==> config.mk <==
export PLATFORM = sky130hd
export DESIGN_NAME = pmu_top
export DESIGN_NICKNAME = d
export VERILOG_FILES = /design/src/verilog/pmu_pkg.sv /design/src/verilog/pmu_top.sv /design/src/verilog/pmu_status.sv /design/src/verilog/domain_seq.sv /design/src/verilog/pmu_cmd_decoder.sv
export SDC_FILE = /design/constraint.sdc
export NUM_CORES = 1
export LEC_CHECK = 0
export ABC_AREA = 1
export BUFFER_PORTS_ARGS = -buffer_cell sky130_fd_sc_hd__buf_2
export CAP_MARGIN = 20
export CORE_UTILIZATION = 55
export DETAILED_ROUTE_END_ITERATION = 6
export PLACE_DENSITY_LB_ADDON = 0.3
export SLEW_MARGIN = 20
export SYNTH_ARGS = -nofsm -noshare
export SYNTH_HDL_FRONTEND = slang
export SYNTH_HIERARCHICAL = 1
export SYNTH_SLANG_ARGS = --single-unit
==> constraint.sdc <==
create_clock -name CLKIN -period 1.5 [get_ports CLKIN]
set_input_delay 0.225 -clock CLKIN [delete_from_list [all_inputs] [get_ports CLKIN]]
set_output_delay 0.225 -clock CLKIN [all_outputs]
set_load 0.01 [all_outputs]
==> src/verilog/pmu_pkg.sv <==
`default_nettype none

package pmu_pkg;

	// gated layers under control.
	localparam int NUM_DOMAINS = 6;
	localparam int DOMAIN_IDX_W = 3;

	typedef logic [DOMAIN_IDX_W-1:0] domain_idx_t; // 6 and 7 name nothing.
	typedef logic [NUM_DOMAINS-1:0] domain_vec_t;

	typedef logic pmu_op_t;

	localparam pmu_op_t OP_WAKE = 1'b0;
	localparam pmu_op_t OP_SLEEP = 1'b1;

	// every control output is high when released.
	localparam logic HOLD = 1'b0;
	localparam logic RELEASE = 1'b1;

	// rising-edge half.
	typedef enum logic [1:0]
	{
		POS_OFF,
		POS_POWER,
		POS_RUN,
		POS_ISOLATE
	} seq_pos_t;

	// falling-edge half.
	typedef enum logic [1:0]
	{
		NEG_IDLE,
		NEG_CLOCK,
		NEG_ON
	} seq_neg_t;

endpackage

`default_nettype wire
==> src/verilog/pmu_top.sv <==
`default_nettype none

module pmu_top (
	input  wire                        CLKIN,
	input  wire                        RESETn,
	input  wire                        cmd_valid,
	input  wire pmu_pkg::pmu_op_t      cmd_op,
	input  wire pmu_pkg::domain_idx_t  cmd_domain,
	output wire pmu_pkg::domain_vec_t  power_on,
	output wire pmu_pkg::domain_vec_t  release_clk,
	output wire pmu_pkg::domain_vec_t  release_rst,
	output wire pmu_pkg::domain_vec_t  release_iso,
	output wire                        evt_valid,
	output wire pmu_pkg::domain_idx_t  evt_domain,
	output wire                        evt_awake,
	output wire pmu_pkg::domain_vec_t  awake_mask,
	output wire                        cmd_error
);

	import pmu_pkg::*;

	domain_vec_t wake_req;
	domain_vec_t sleep_req;
	wire domain_vec_t ready_vec;

	pmu_cmd_decoder i_pmu_cmd_decoder (
		.CLKIN      (CLKIN),
		.RESETn     (RESETn),
		.cmd_valid  (cmd_valid),
		.cmd_op     (cmd_op),
		.cmd_domain (cmd_domain),
		.wake_req   (wake_req),
		.sleep_req  (sleep_req),
		.cmd_error  (cmd_error)
	);

	// one sequencer per gated layer.
	for (genvar g = 0; g < NUM_DOMAINS; g++)
	begin : g_domain
		domain_seq i_domain_seq (
			.CLKIN       (CLKIN),
			.RESETn      (RESETn),
			.wake_req    (wake_req[g]),
			.sleep_req   (sleep_req[g]),
			.power_on    (power_on[g]),
			.release_clk (release_clk[g]),
			.release_rst (release_rst[g]),
			.release_iso (release_iso[g]),
			.ready       (ready_vec[g])
		);
	end

	pmu_status i_pmu_status (
		.CLKIN      (CLKIN),
		.RESETn     (RESETn),
		.ready_vec  (ready_vec),
		.evt_valid  (evt_valid),
		.evt_domain (evt_domain),
		.evt_awake  (evt_awake),
		.awake_mask (awake_mask)
	);

endmodule

`default_nettype wire

==> src/verilog/pmu_status.sv <==
`default_nettype none

module pmu_status (
	input  wire                       CLKIN,
	input  wire                       RESETn,
	input  wire pmu_pkg::domain_vec_t ready_vec,
	output logic                      evt_valid,
	output pmu_pkg::domain_idx_t      evt_domain,
	output logic                      evt_awake,
	output pmu_pkg::domain_vec_t      awake_mask
);

	import pmu_pkg::*;

	domain_vec_t ready_q;
	domain_vec_t change;
	domain_vec_t pending;
	domain_vec_t dir; // ready level at the last change.
	domain_vec_t grant;
	domain_idx_t grant_idx;

	assign change = ready_vec ^ ready_q;
	assign awake_mask = ready_q;

	// lowest pending domain wins.
	always_comb
	begin
		grant = '0;
		grant_idx = '0;
		for (int i = 0; i < NUM_DOMAINS; i++)
		begin
			if (pending[i] && (grant == '0))
			begin
				grant[i] = 1'b1;
				grant_idx = domain_idx_t'(i);
			end
		end
	end

	always_ff @(posedge CLKIN or negedge RESETn)
	begin
		if (!RESETn)
		begin
			ready_q <= '0;
			pending <= '0;
			evt_valid <= 1'b0;
		end
		else
		begin
			ready_q <= ready_vec;
			pending <= (pending & ~grant) | change; // a new change survives its grant.
			evt_valid <= |pending;
		end
	end

	always_ff @(posedge CLKIN)
	begin
		dir <= (dir & ~change) | (ready_vec & change);
		if (|pending)
		begin
			evt_domain <= grant_idx;
			evt_awake <= |(dir & grant);
		end
	end

	a_evt_domain_range: assert property (
		@(posedge CLKIN) disable iff (!RESETn)
		evt_valid |-> (evt_domain < domain_idx_t'(NUM_DOMAINS))
	);

endmodule

`default_nettype wire

==> src/verilog/domain_seq.sv <==
`default_nettype none

module domain_seq (
	input  wire  CLKIN,
	input  wire  RESETn,
	input  wire  wake_req,
	input  wire  sleep_req,
	output logic power_on,
	output logic release_clk,
	output logic release_rst,
	output logic release_iso,
	output logic ready
);

	import pmu_pkg::*;

	seq_pos_t pos_state;
	seq_neg_t neg_state;

	logic power_on_pos;
	logic power_on_neg;
	logic release_clk_pos;
	logic release_clk_neg;
	logic release_rst_pos;
	logic release_rst_neg;
	logic release_iso_pos;
	logic release_iso_neg;

	// either half holding keeps the output held.
	always_comb
	begin
		power_on = ((power_on_pos == HOLD) || (power_on_neg == HOLD)) ? HOLD : RELEASE;
		release_clk = ((release_clk_pos == HOLD) || (release_clk_neg == HOLD)) ? HOLD : RELEASE;
		release_rst = ((release_rst_pos == HOLD) || (release_rst_neg == HOLD)) ? HOLD : RELEASE;
		release_iso = ((release_iso_pos == HOLD) || (release_iso_neg == HOLD)) ? HOLD : RELEASE;
	end

	always_ff @(posedge CLKIN or negedge RESETn)
	begin
		if (!RESETn)
		begin
			pos_state <= POS_OFF;
			power_on_pos <= HOLD;
			release_clk_pos <= HOLD;
			release_rst_pos <= HOLD;
			release_iso_pos <= HOLD;
			ready <= 1'b0;
		end
		else
		begin
			case (pos_state)
				POS_OFF:
				begin
					if (wake_req) // stays off otherwise.
					begin
						power_on_pos <= RELEASE;
						release_clk_pos <= RELEASE;
						release_iso_pos <= RELEASE;
						pos_state <= POS_POWER;
					end
				end

				POS_POWER:
				begin
					release_rst_pos <= RELEASE; // clock is already running.
					pos_state <= POS_RUN;
				end

				POS_RUN:
				begin
					if (sleep_req)
					begin
						release_iso_pos <= HOLD;
						ready <= 1'b0;
						pos_state <= POS_ISOLATE;
					end
					else
						ready <= 1'b1;
				end

				POS_ISOLATE:
				begin
					// neg half holds these since the last falling edge.
					power_on_pos <= HOLD;
					release_clk_pos <= HOLD;
					release_rst_pos <= HOLD;
					pos_state <= POS_OFF;
				end

				default:
					pos_state <= POS_OFF;
			endcase
		end
	end

	always_ff @(negedge CLKIN or negedge RESETn)
	begin
		if (!RESETn)
		begin
			neg_state <= NEG_IDLE;
			power_on_neg <= RELEASE;
			release_clk_neg <= HOLD;
			release_rst_neg <= RELEASE;
			release_iso_neg <= HOLD;
		end
		else
		begin
			case (neg_state)
				NEG_IDLE:
				begin
					if (pos_state == POS_POWER)
					begin
						release_clk_neg <= RELEASE; // half a cycle after power.
						neg_state <= NEG_CLOCK;
					end
					else
					begin
						power_on_neg <= RELEASE;
						release_clk_neg <= HOLD;
						release_rst_neg <= RELEASE;
						release_iso_neg <= HOLD;
					end
				end

				NEG_CLOCK:
				begin
					release_iso_neg <= RELEASE; // follows reset release.
					neg_state <= NEG_ON;
				end

				NEG_ON:
				begin
					if (pos_state == POS_ISOLATE)
					begin
						power_on_neg <= HOLD;
						release_clk_neg <= HOLD;
						release_rst_neg <= HOLD;
						neg_state <= NEG_IDLE;
					end
				end

				default:
					neg_state <= NEG_IDLE;
			endcase
		end
	end

	// outputs come from both halves, so check on both edges.
	a_iso_needs_power: assert property (
		@(CLKIN) disable iff (!RESETn)
		(release_iso == RELEASE) |-> (power_on == RELEASE)
	);

	a_rst_needs_clk: assert property (
		@(CLKIN) disable iff (!RESETn)
		(release_rst == RELEASE) |-> (release_clk == RELEASE)
	);

endmodule

`default_nettype wire

==> src/verilog/pmu_cmd_decoder.sv <==
`default_nettype none

module pmu_cmd_decoder (
	input  wire                   CLKIN,
	input  wire                   RESETn,
	input  wire                   cmd_valid,
	input  wire pmu_pkg::pmu_op_t     cmd_op,
	input  wire pmu_pkg::domain_idx_t cmd_domain,
	output pmu_pkg::domain_vec_t  wake_req,
	output pmu_pkg::domain_vec_t  sleep_req,
	output logic                  cmd_error
);

	import pmu_pkg::*;

	logic in_range;
	domain_vec_t sel_vec;

	assign in_range = (cmd_domain < domain_idx_t'(NUM_DOMAINS));

	// one-hot of the target, empty when out of range.
	assign sel_vec = in_range ? (domain_vec_t'(1) << cmd_domain) : '0;

	always_ff @(posedge CLKIN or negedge RESETn)
	begin
		if (!RESETn)
		begin
			wake_req <= '0;
			sleep_req <= '0;
			cmd_error <= 1'b0;
		end
		else
		begin
			if (cmd_valid && (cmd_op == OP_WAKE))
				wake_req <= sel_vec;
			else
				wake_req <= '0;

			if (cmd_valid && (cmd_op == OP_SLEEP))
				sleep_req <= sel_vec;
			else
				sleep_req <= '0;

			cmd_error <= cmd_valid && !in_range; // bad index strobe.
		end
	end

	// a domain is never asked to wake and sleep at once.
	a_req_exclusive: assert property (
		@(posedge CLKIN) disable iff (!RESETn)
		(wake_req & sleep_req) == '0
	);

endmodule

`default_nettype wire

Yosys cells after proc, flatten, opt, wreduce, memory -nomap -nowiden
Index checks and enable logic that the tools add are counted.
{"block": "totals", "latchBits": 0, "word_cells": 448, "ff_bits": 102, "mem_bits_ro": 0, "memories": 0, "ramBits": 0}
{"block": "classes", "n_addsub": 0, "magnitude_cmp": 1, "shift": 1, "bitwise_logic": 47, "mul": 0, "reduce_logical": 124, "muxes": 151, "eq_ne": 60, "n_div": 0}
{"op": "$mux 1", "count": 74}
{"op": "$pmux 1 s2", "count": 36}
{"op": "$reduce_and 2->1", "count": 30}
{"op": "$reduce_bool 2->1", "count": 30}
{"op": "$mux 2", "count": 26}
{"op": "$pmux 2 s4", "count": 6}
{"op": "$not 1->1", "count": 38}
{"op": "$eq 2x2->1 const B", "count": 18}
{"op": "$ne 2x2->1 const B", "count": 18}
{"op": "$pmux 2 s3", "count": 6}
{"op": "$reduce_and 3->1", "count": 12}
{"op": "$logic_not 2->1", "count": 13}
{"op": "$and 6x6->6", "count": 4}
{"op": "$eq 2x1->1 const B", "count": 12}
{"op": "$logic_or 1x1->1", "count": 24}
{"op": "$ne 2x1->1 const B", "count": 12}
{"op": "$mux 6", "count": 3}
{"op": "$not 6->6", "count": 2}
{"op": "$or 6x6->6", "count": 2}
{"op": "$reduce_or 6->1", "count": 2}
{"op": "$logic_and 1x1->1", "count": 8}
{"op": "$shl 1x3->6 const A", "count": 1}
{"op": "$xor 6x6->6", "count": 1}
{"op": "$logic_not 5->1", "count": 1}
{"op": "5 further kinds", "count": 5}

Longest topological paths before layout
{"block": "depth", "word_depth": 19, "ltp_mapped": 7, "depth_no_buf": 7}

Cells and area by module
Netlist, hierarchy kept.
{"module": "domain_seq", "cells_per_inst": 77, "n_inst": 6, "seq_area_each_um2": 276.5, "area_per_inst_um2": 611.8}
{"module": "pmu_status", "cells_per_inst": 71, "n_inst": 1, "seq_area_each_um2": 625.6, "area_per_inst_um2": 887.1}
{"module": "pmu_cmd_decoder", "cells_per_inst": 40, "n_inst": 1, "seq_area_each_um2": 325.3, "area_per_inst_um2": 434.2}

==> run metrics <==
critical path required time=1.27 ns; relative slew slack=0.8006; layout cells sized above 1=0.3790; origin of the critical flop-to-flop path=g_domain[3].i_domain_seq/pos_state[1]$_DFFE_PN0P_; most common cell after layout, fill and taps aside=nand2_1; CTS buffer count=9; startpoint type of the worst setup path=flop; Hold Path Class=in -> reg; CTS tree=done; Final Hold Viols=0; 1st-iter DRT viols=between 100 and 150; clk_lat worst skew=0.40 ns; commonest cells after routing, fill and taps aside=nand2_1, inv_1, dfrtp_1, buf_4, nor2_1; final hold slack=between 0.08 and 0.09 ns; fillcell total=a little under 600; critical path peak fanout=3; worst hold start=cmd_valid; Worst Max-Slew Pin Slew=about 0.30 ns; total gr overflow=0; maxcap violations=0; number of remaining DRC errors=0; YS warnings=6; RSZ-0062 raised after global routing=true; row count=34; htree depth=3; largest net degree at the start of global routing=27; PD cells=2201 mW/mm^2; DR vias=between 3,000 and 4,000; Synth Net Count=between 600 and 700; routed length per instance=between 10 and 15 um; DP Area=roughly 0.0057 sq mm; share of power burned in registers=0.363; register area share after synthesis=0.5228; #FFs+latches synth=~100; mux contribution to synthesized area=0; Total Power=between 10 and 15 mW; Total GRT Usage=0.2337; GP Congestion=approximately 0.83; status=finished with violations; core box area=0.008763 sq mm; ANT nets after route=0; antenna cells=0; Placed Cells=760; initial antenna violation count=0; die area=between 0.009 and 0.01 sq mm; Final nets=730; Worst Path Arrival=1.92 ns; chip height=around 97 um; Switch Pwr=between 5 and 6 mW; I/O Pins=43; Final WS setup=-0.6482 ns; setup violators final=57; R2R cell count=4; CP Capture Type=output port; CTS sink cnt=around 100; Leakage=between 3 and 4 nW; CTS clk-pin slew, worst paths=approximately 0.1 ns; post-route cell area=approximately 0.0066 sq mm; Port Buf Inserts=42; Area Growth Syn to Fin=31.50%; hold-critical path endpoint=i_pmu_cmd_decoder/cmd_error$_DFF_PN0_; Post-Layout Cell Count=just under 800; global-route wire length before repair=between 15,000 and 20,000 um; hpwl dp=roughly 7000 um; Pint=between 8 and 9 mW; CTS max path bufs=2; Post-Syn Area=between 0.004 and 0.005 sq mm; Max Clock Skew=roughly 0.059 ns; starting density of the core=0.5697; Total Wirelength=between 10,000 and 15,000 um; clock power share=0.141; Die Wd=around 97 um; R2R Path End=g_domain[3].i_domain_seq/release_clk_neg$_DFFE_NN0P_; register area=between 0.002 and 0.003 sq mm; synth unique cells=25; Syn Area/Cell=8.713 sq um; via/cell ratio=a little under 5; xor and xnor area share after synthesis=0.008772; synthesized instance count=between 500 and 600; root buf cell=clkbuf_8; VDD IR-drop max=about 0.0010 V; area of the multi-input gates=0.002342 sq mm; adder-cell share of the synthesized area=0.1053; hold path depth=3; Final Max Tran Viols=0; kind of critical path=reg -> out; post-synthesis simple-gate area fraction=0.2198; TritonRoute pass-1 iters=4; Net Sw Frac=0.4105; Gate power share=0.496; flop-to-flop setup slack=-0.33 ns; violated checks=setup timing; Synth Area in Compound Gates=0.05464; number of global-route vias before repair=3,978; largest family of logic cells by synthesized area=simple AND/OR/NAND/NOR gates; final setup TNS=-19.66 ns
==> stage by stage <==
stage                       util  setup slack, ns
after CTS                 0.7157          -0.6242
after global placement    0.6499          -0.2049
final                     0.7491          -0.6482
after floorplan                -          -0.2047
after detailed placement  0.6499          -0.2712
after global routing      0.7491          -0.7007
==> power groups by stage <==
stage	registers, mW	clock network (mW)	logic (mW)
2_1_floorplan	4.86	0.0501	3.70
3_3_place_gp	4.95	0.0501	5.21
3_5_place_dp	5.00	0.0501	5.49
4_1_cts	5.10	2.09	6.27
5_1_grt	5.37	2.19	7.97
6_report	5.24	2.04	7.16
==> registers in the layout (all words and copies together) (netlist names), named ones only <==
signal / count
i_pmu_status/evt_awake: 1
g_domain.i_domain_seq/pos_state: 12
g_domain.i_domain_seq/release_rst_neg: 6
g_domain.i_domain_seq/release_clk_pos: 6
g_domain.i_domain_seq/release_iso_pos: 6
i_pmu_cmd_decoder/wake_req: 6
g_domain.i_domain_seq/neg_state: 12
g_domain.i_domain_seq/release_clk_neg: 6
i_pmu_status/pending: 6
g_domain.i_domain_seq/release_iso_neg: 6
i_pmu_status/evt_valid: 1
i_pmu_status/evt_domain: 3
i_pmu_cmd_decoder/sleep_req: 6
i_pmu_status/awake_mask: 6
g_domain.i_domain_seq/ready: 6
g_domain.i_domain_seq/release_rst_pos: 6
i_pmu_cmd_decoder/cmd_error: 1
==> Yosys cell counts <==
cell type / number / area (sq um)
nand3_1: 30 / 150.1
o21ai_2: 6 / 52.55
inv_1: 112 / 420.4
o21ai_0: 26 / 130.1
nor2_2: 1 / 6.260
o21bai_1: 6 / 45.04
nand3_2: 1 / 10.01
dfstp_2: 6 / 157.7
dfrtn_1: 24 / 600.6
xor2_1: 1 / 8.760
dfrtp_1: 62 / 1551
ha_1: 42 / 525.5
nor2_1: 46 / 172.7
edfxtp_1: 10 / 300.3
or2_4: 6 / 52.55
or2_2: 1 / 6.260
inv_2: 6 / 22.52
nand2_4: 1 / 11.26
nor2_4: 1 / 11.26
nand2_1: 165 / 619.3
nand2_2: 6 / 37.54
o21ai_1: 8 / 40.04
nor2_8: 1 / 20.02
a21oi_1: 1 / 5.000
xnor2_1: 4 / 35.03
==> critical path: stages, from the launching register on <==
cell	delay [ns]
dfstp_2	0.56
nand2_2	0.07
inv_2	0.05
buf_6	0.09
==> how the worst max path moves through the flow <==
stage               slack [ns]  cells after the start                                                    to                                                  from
finish                   -0.65                      3                                           power_on[5]  g_domain[5].i_domain_seq/release_rst_neg$_DFFE_NN1P_
global route             -0.70                      3                                           power_on[5]  g_domain[5].i_domain_seq/release_rst_neg$_DFFE_NN1P_
CTS                      -0.62                      3                                           power_on[1]  g_domain[1].i_domain_seq/release_rst_neg$_DFFE_NN1P_
detailed placement       -0.27                      4  g_domain[2].i_domain_seq/release_rst_neg$_DFFE_NN1P_     g_domain[2].i_domain_seq/pos_state[0]$_DFFE_PN0P_
global placement         -0.20                      4  g_domain[3].i_domain_seq/release_clk_neg$_DFFE_NN0P_     g_domain[3].i_domain_seq/pos_state[0]$_DFFE_PN0P_
floorplan                -0.20                      4  g_domain[0].i_domain_seq/release_iso_neg$_DFFE_NN0P_     g_domain[0].i_domain_seq/pos_state[1]$_DFFE_PN0P_
==> kinds of logic after synthesis <==
| group | count (synthesis) |
|---|---|
| buf+inv | 118 |
| compound gates | 47 |
| simple gates | 259 |
| xor+xnor | 5 |
| flops | 102 |
| fa+ha+maj | 42 |
==> what timing repair did <==
action                                  in CTS  in global routing
resized for setup                           57                 71
setup buffers                               10                  8
hold buffers                                 1                  0
pin swaps                                   20                 23
hold endpoints to repair                    16                  0
endpoints found under the setup margin      54                 71
==> final cells by class <==
cell class              count  area share
inverters                 112     0.06651
multi-input cells         353      0.3568
repair buffers             97      0.1178
flip-flops and latches    102      0.3991
clock buffers              13     0.02763
clock inverters             9     0.01163
well taps                 108     0.02058
==> per-layer routing <==
layer | GRT usage | up-vias | share of wire
met5 | 0 | - | 0
met4 | 0.08937 | 0 | 0.022
met3 | 0.04604 | 22 | 0.039
met2 | 0.4122 | 88 | 0.53
met1 | 0.2827 | 1876 | 0.41
li1 | - | 1946 | -
(Power assumes the default switching activity.)
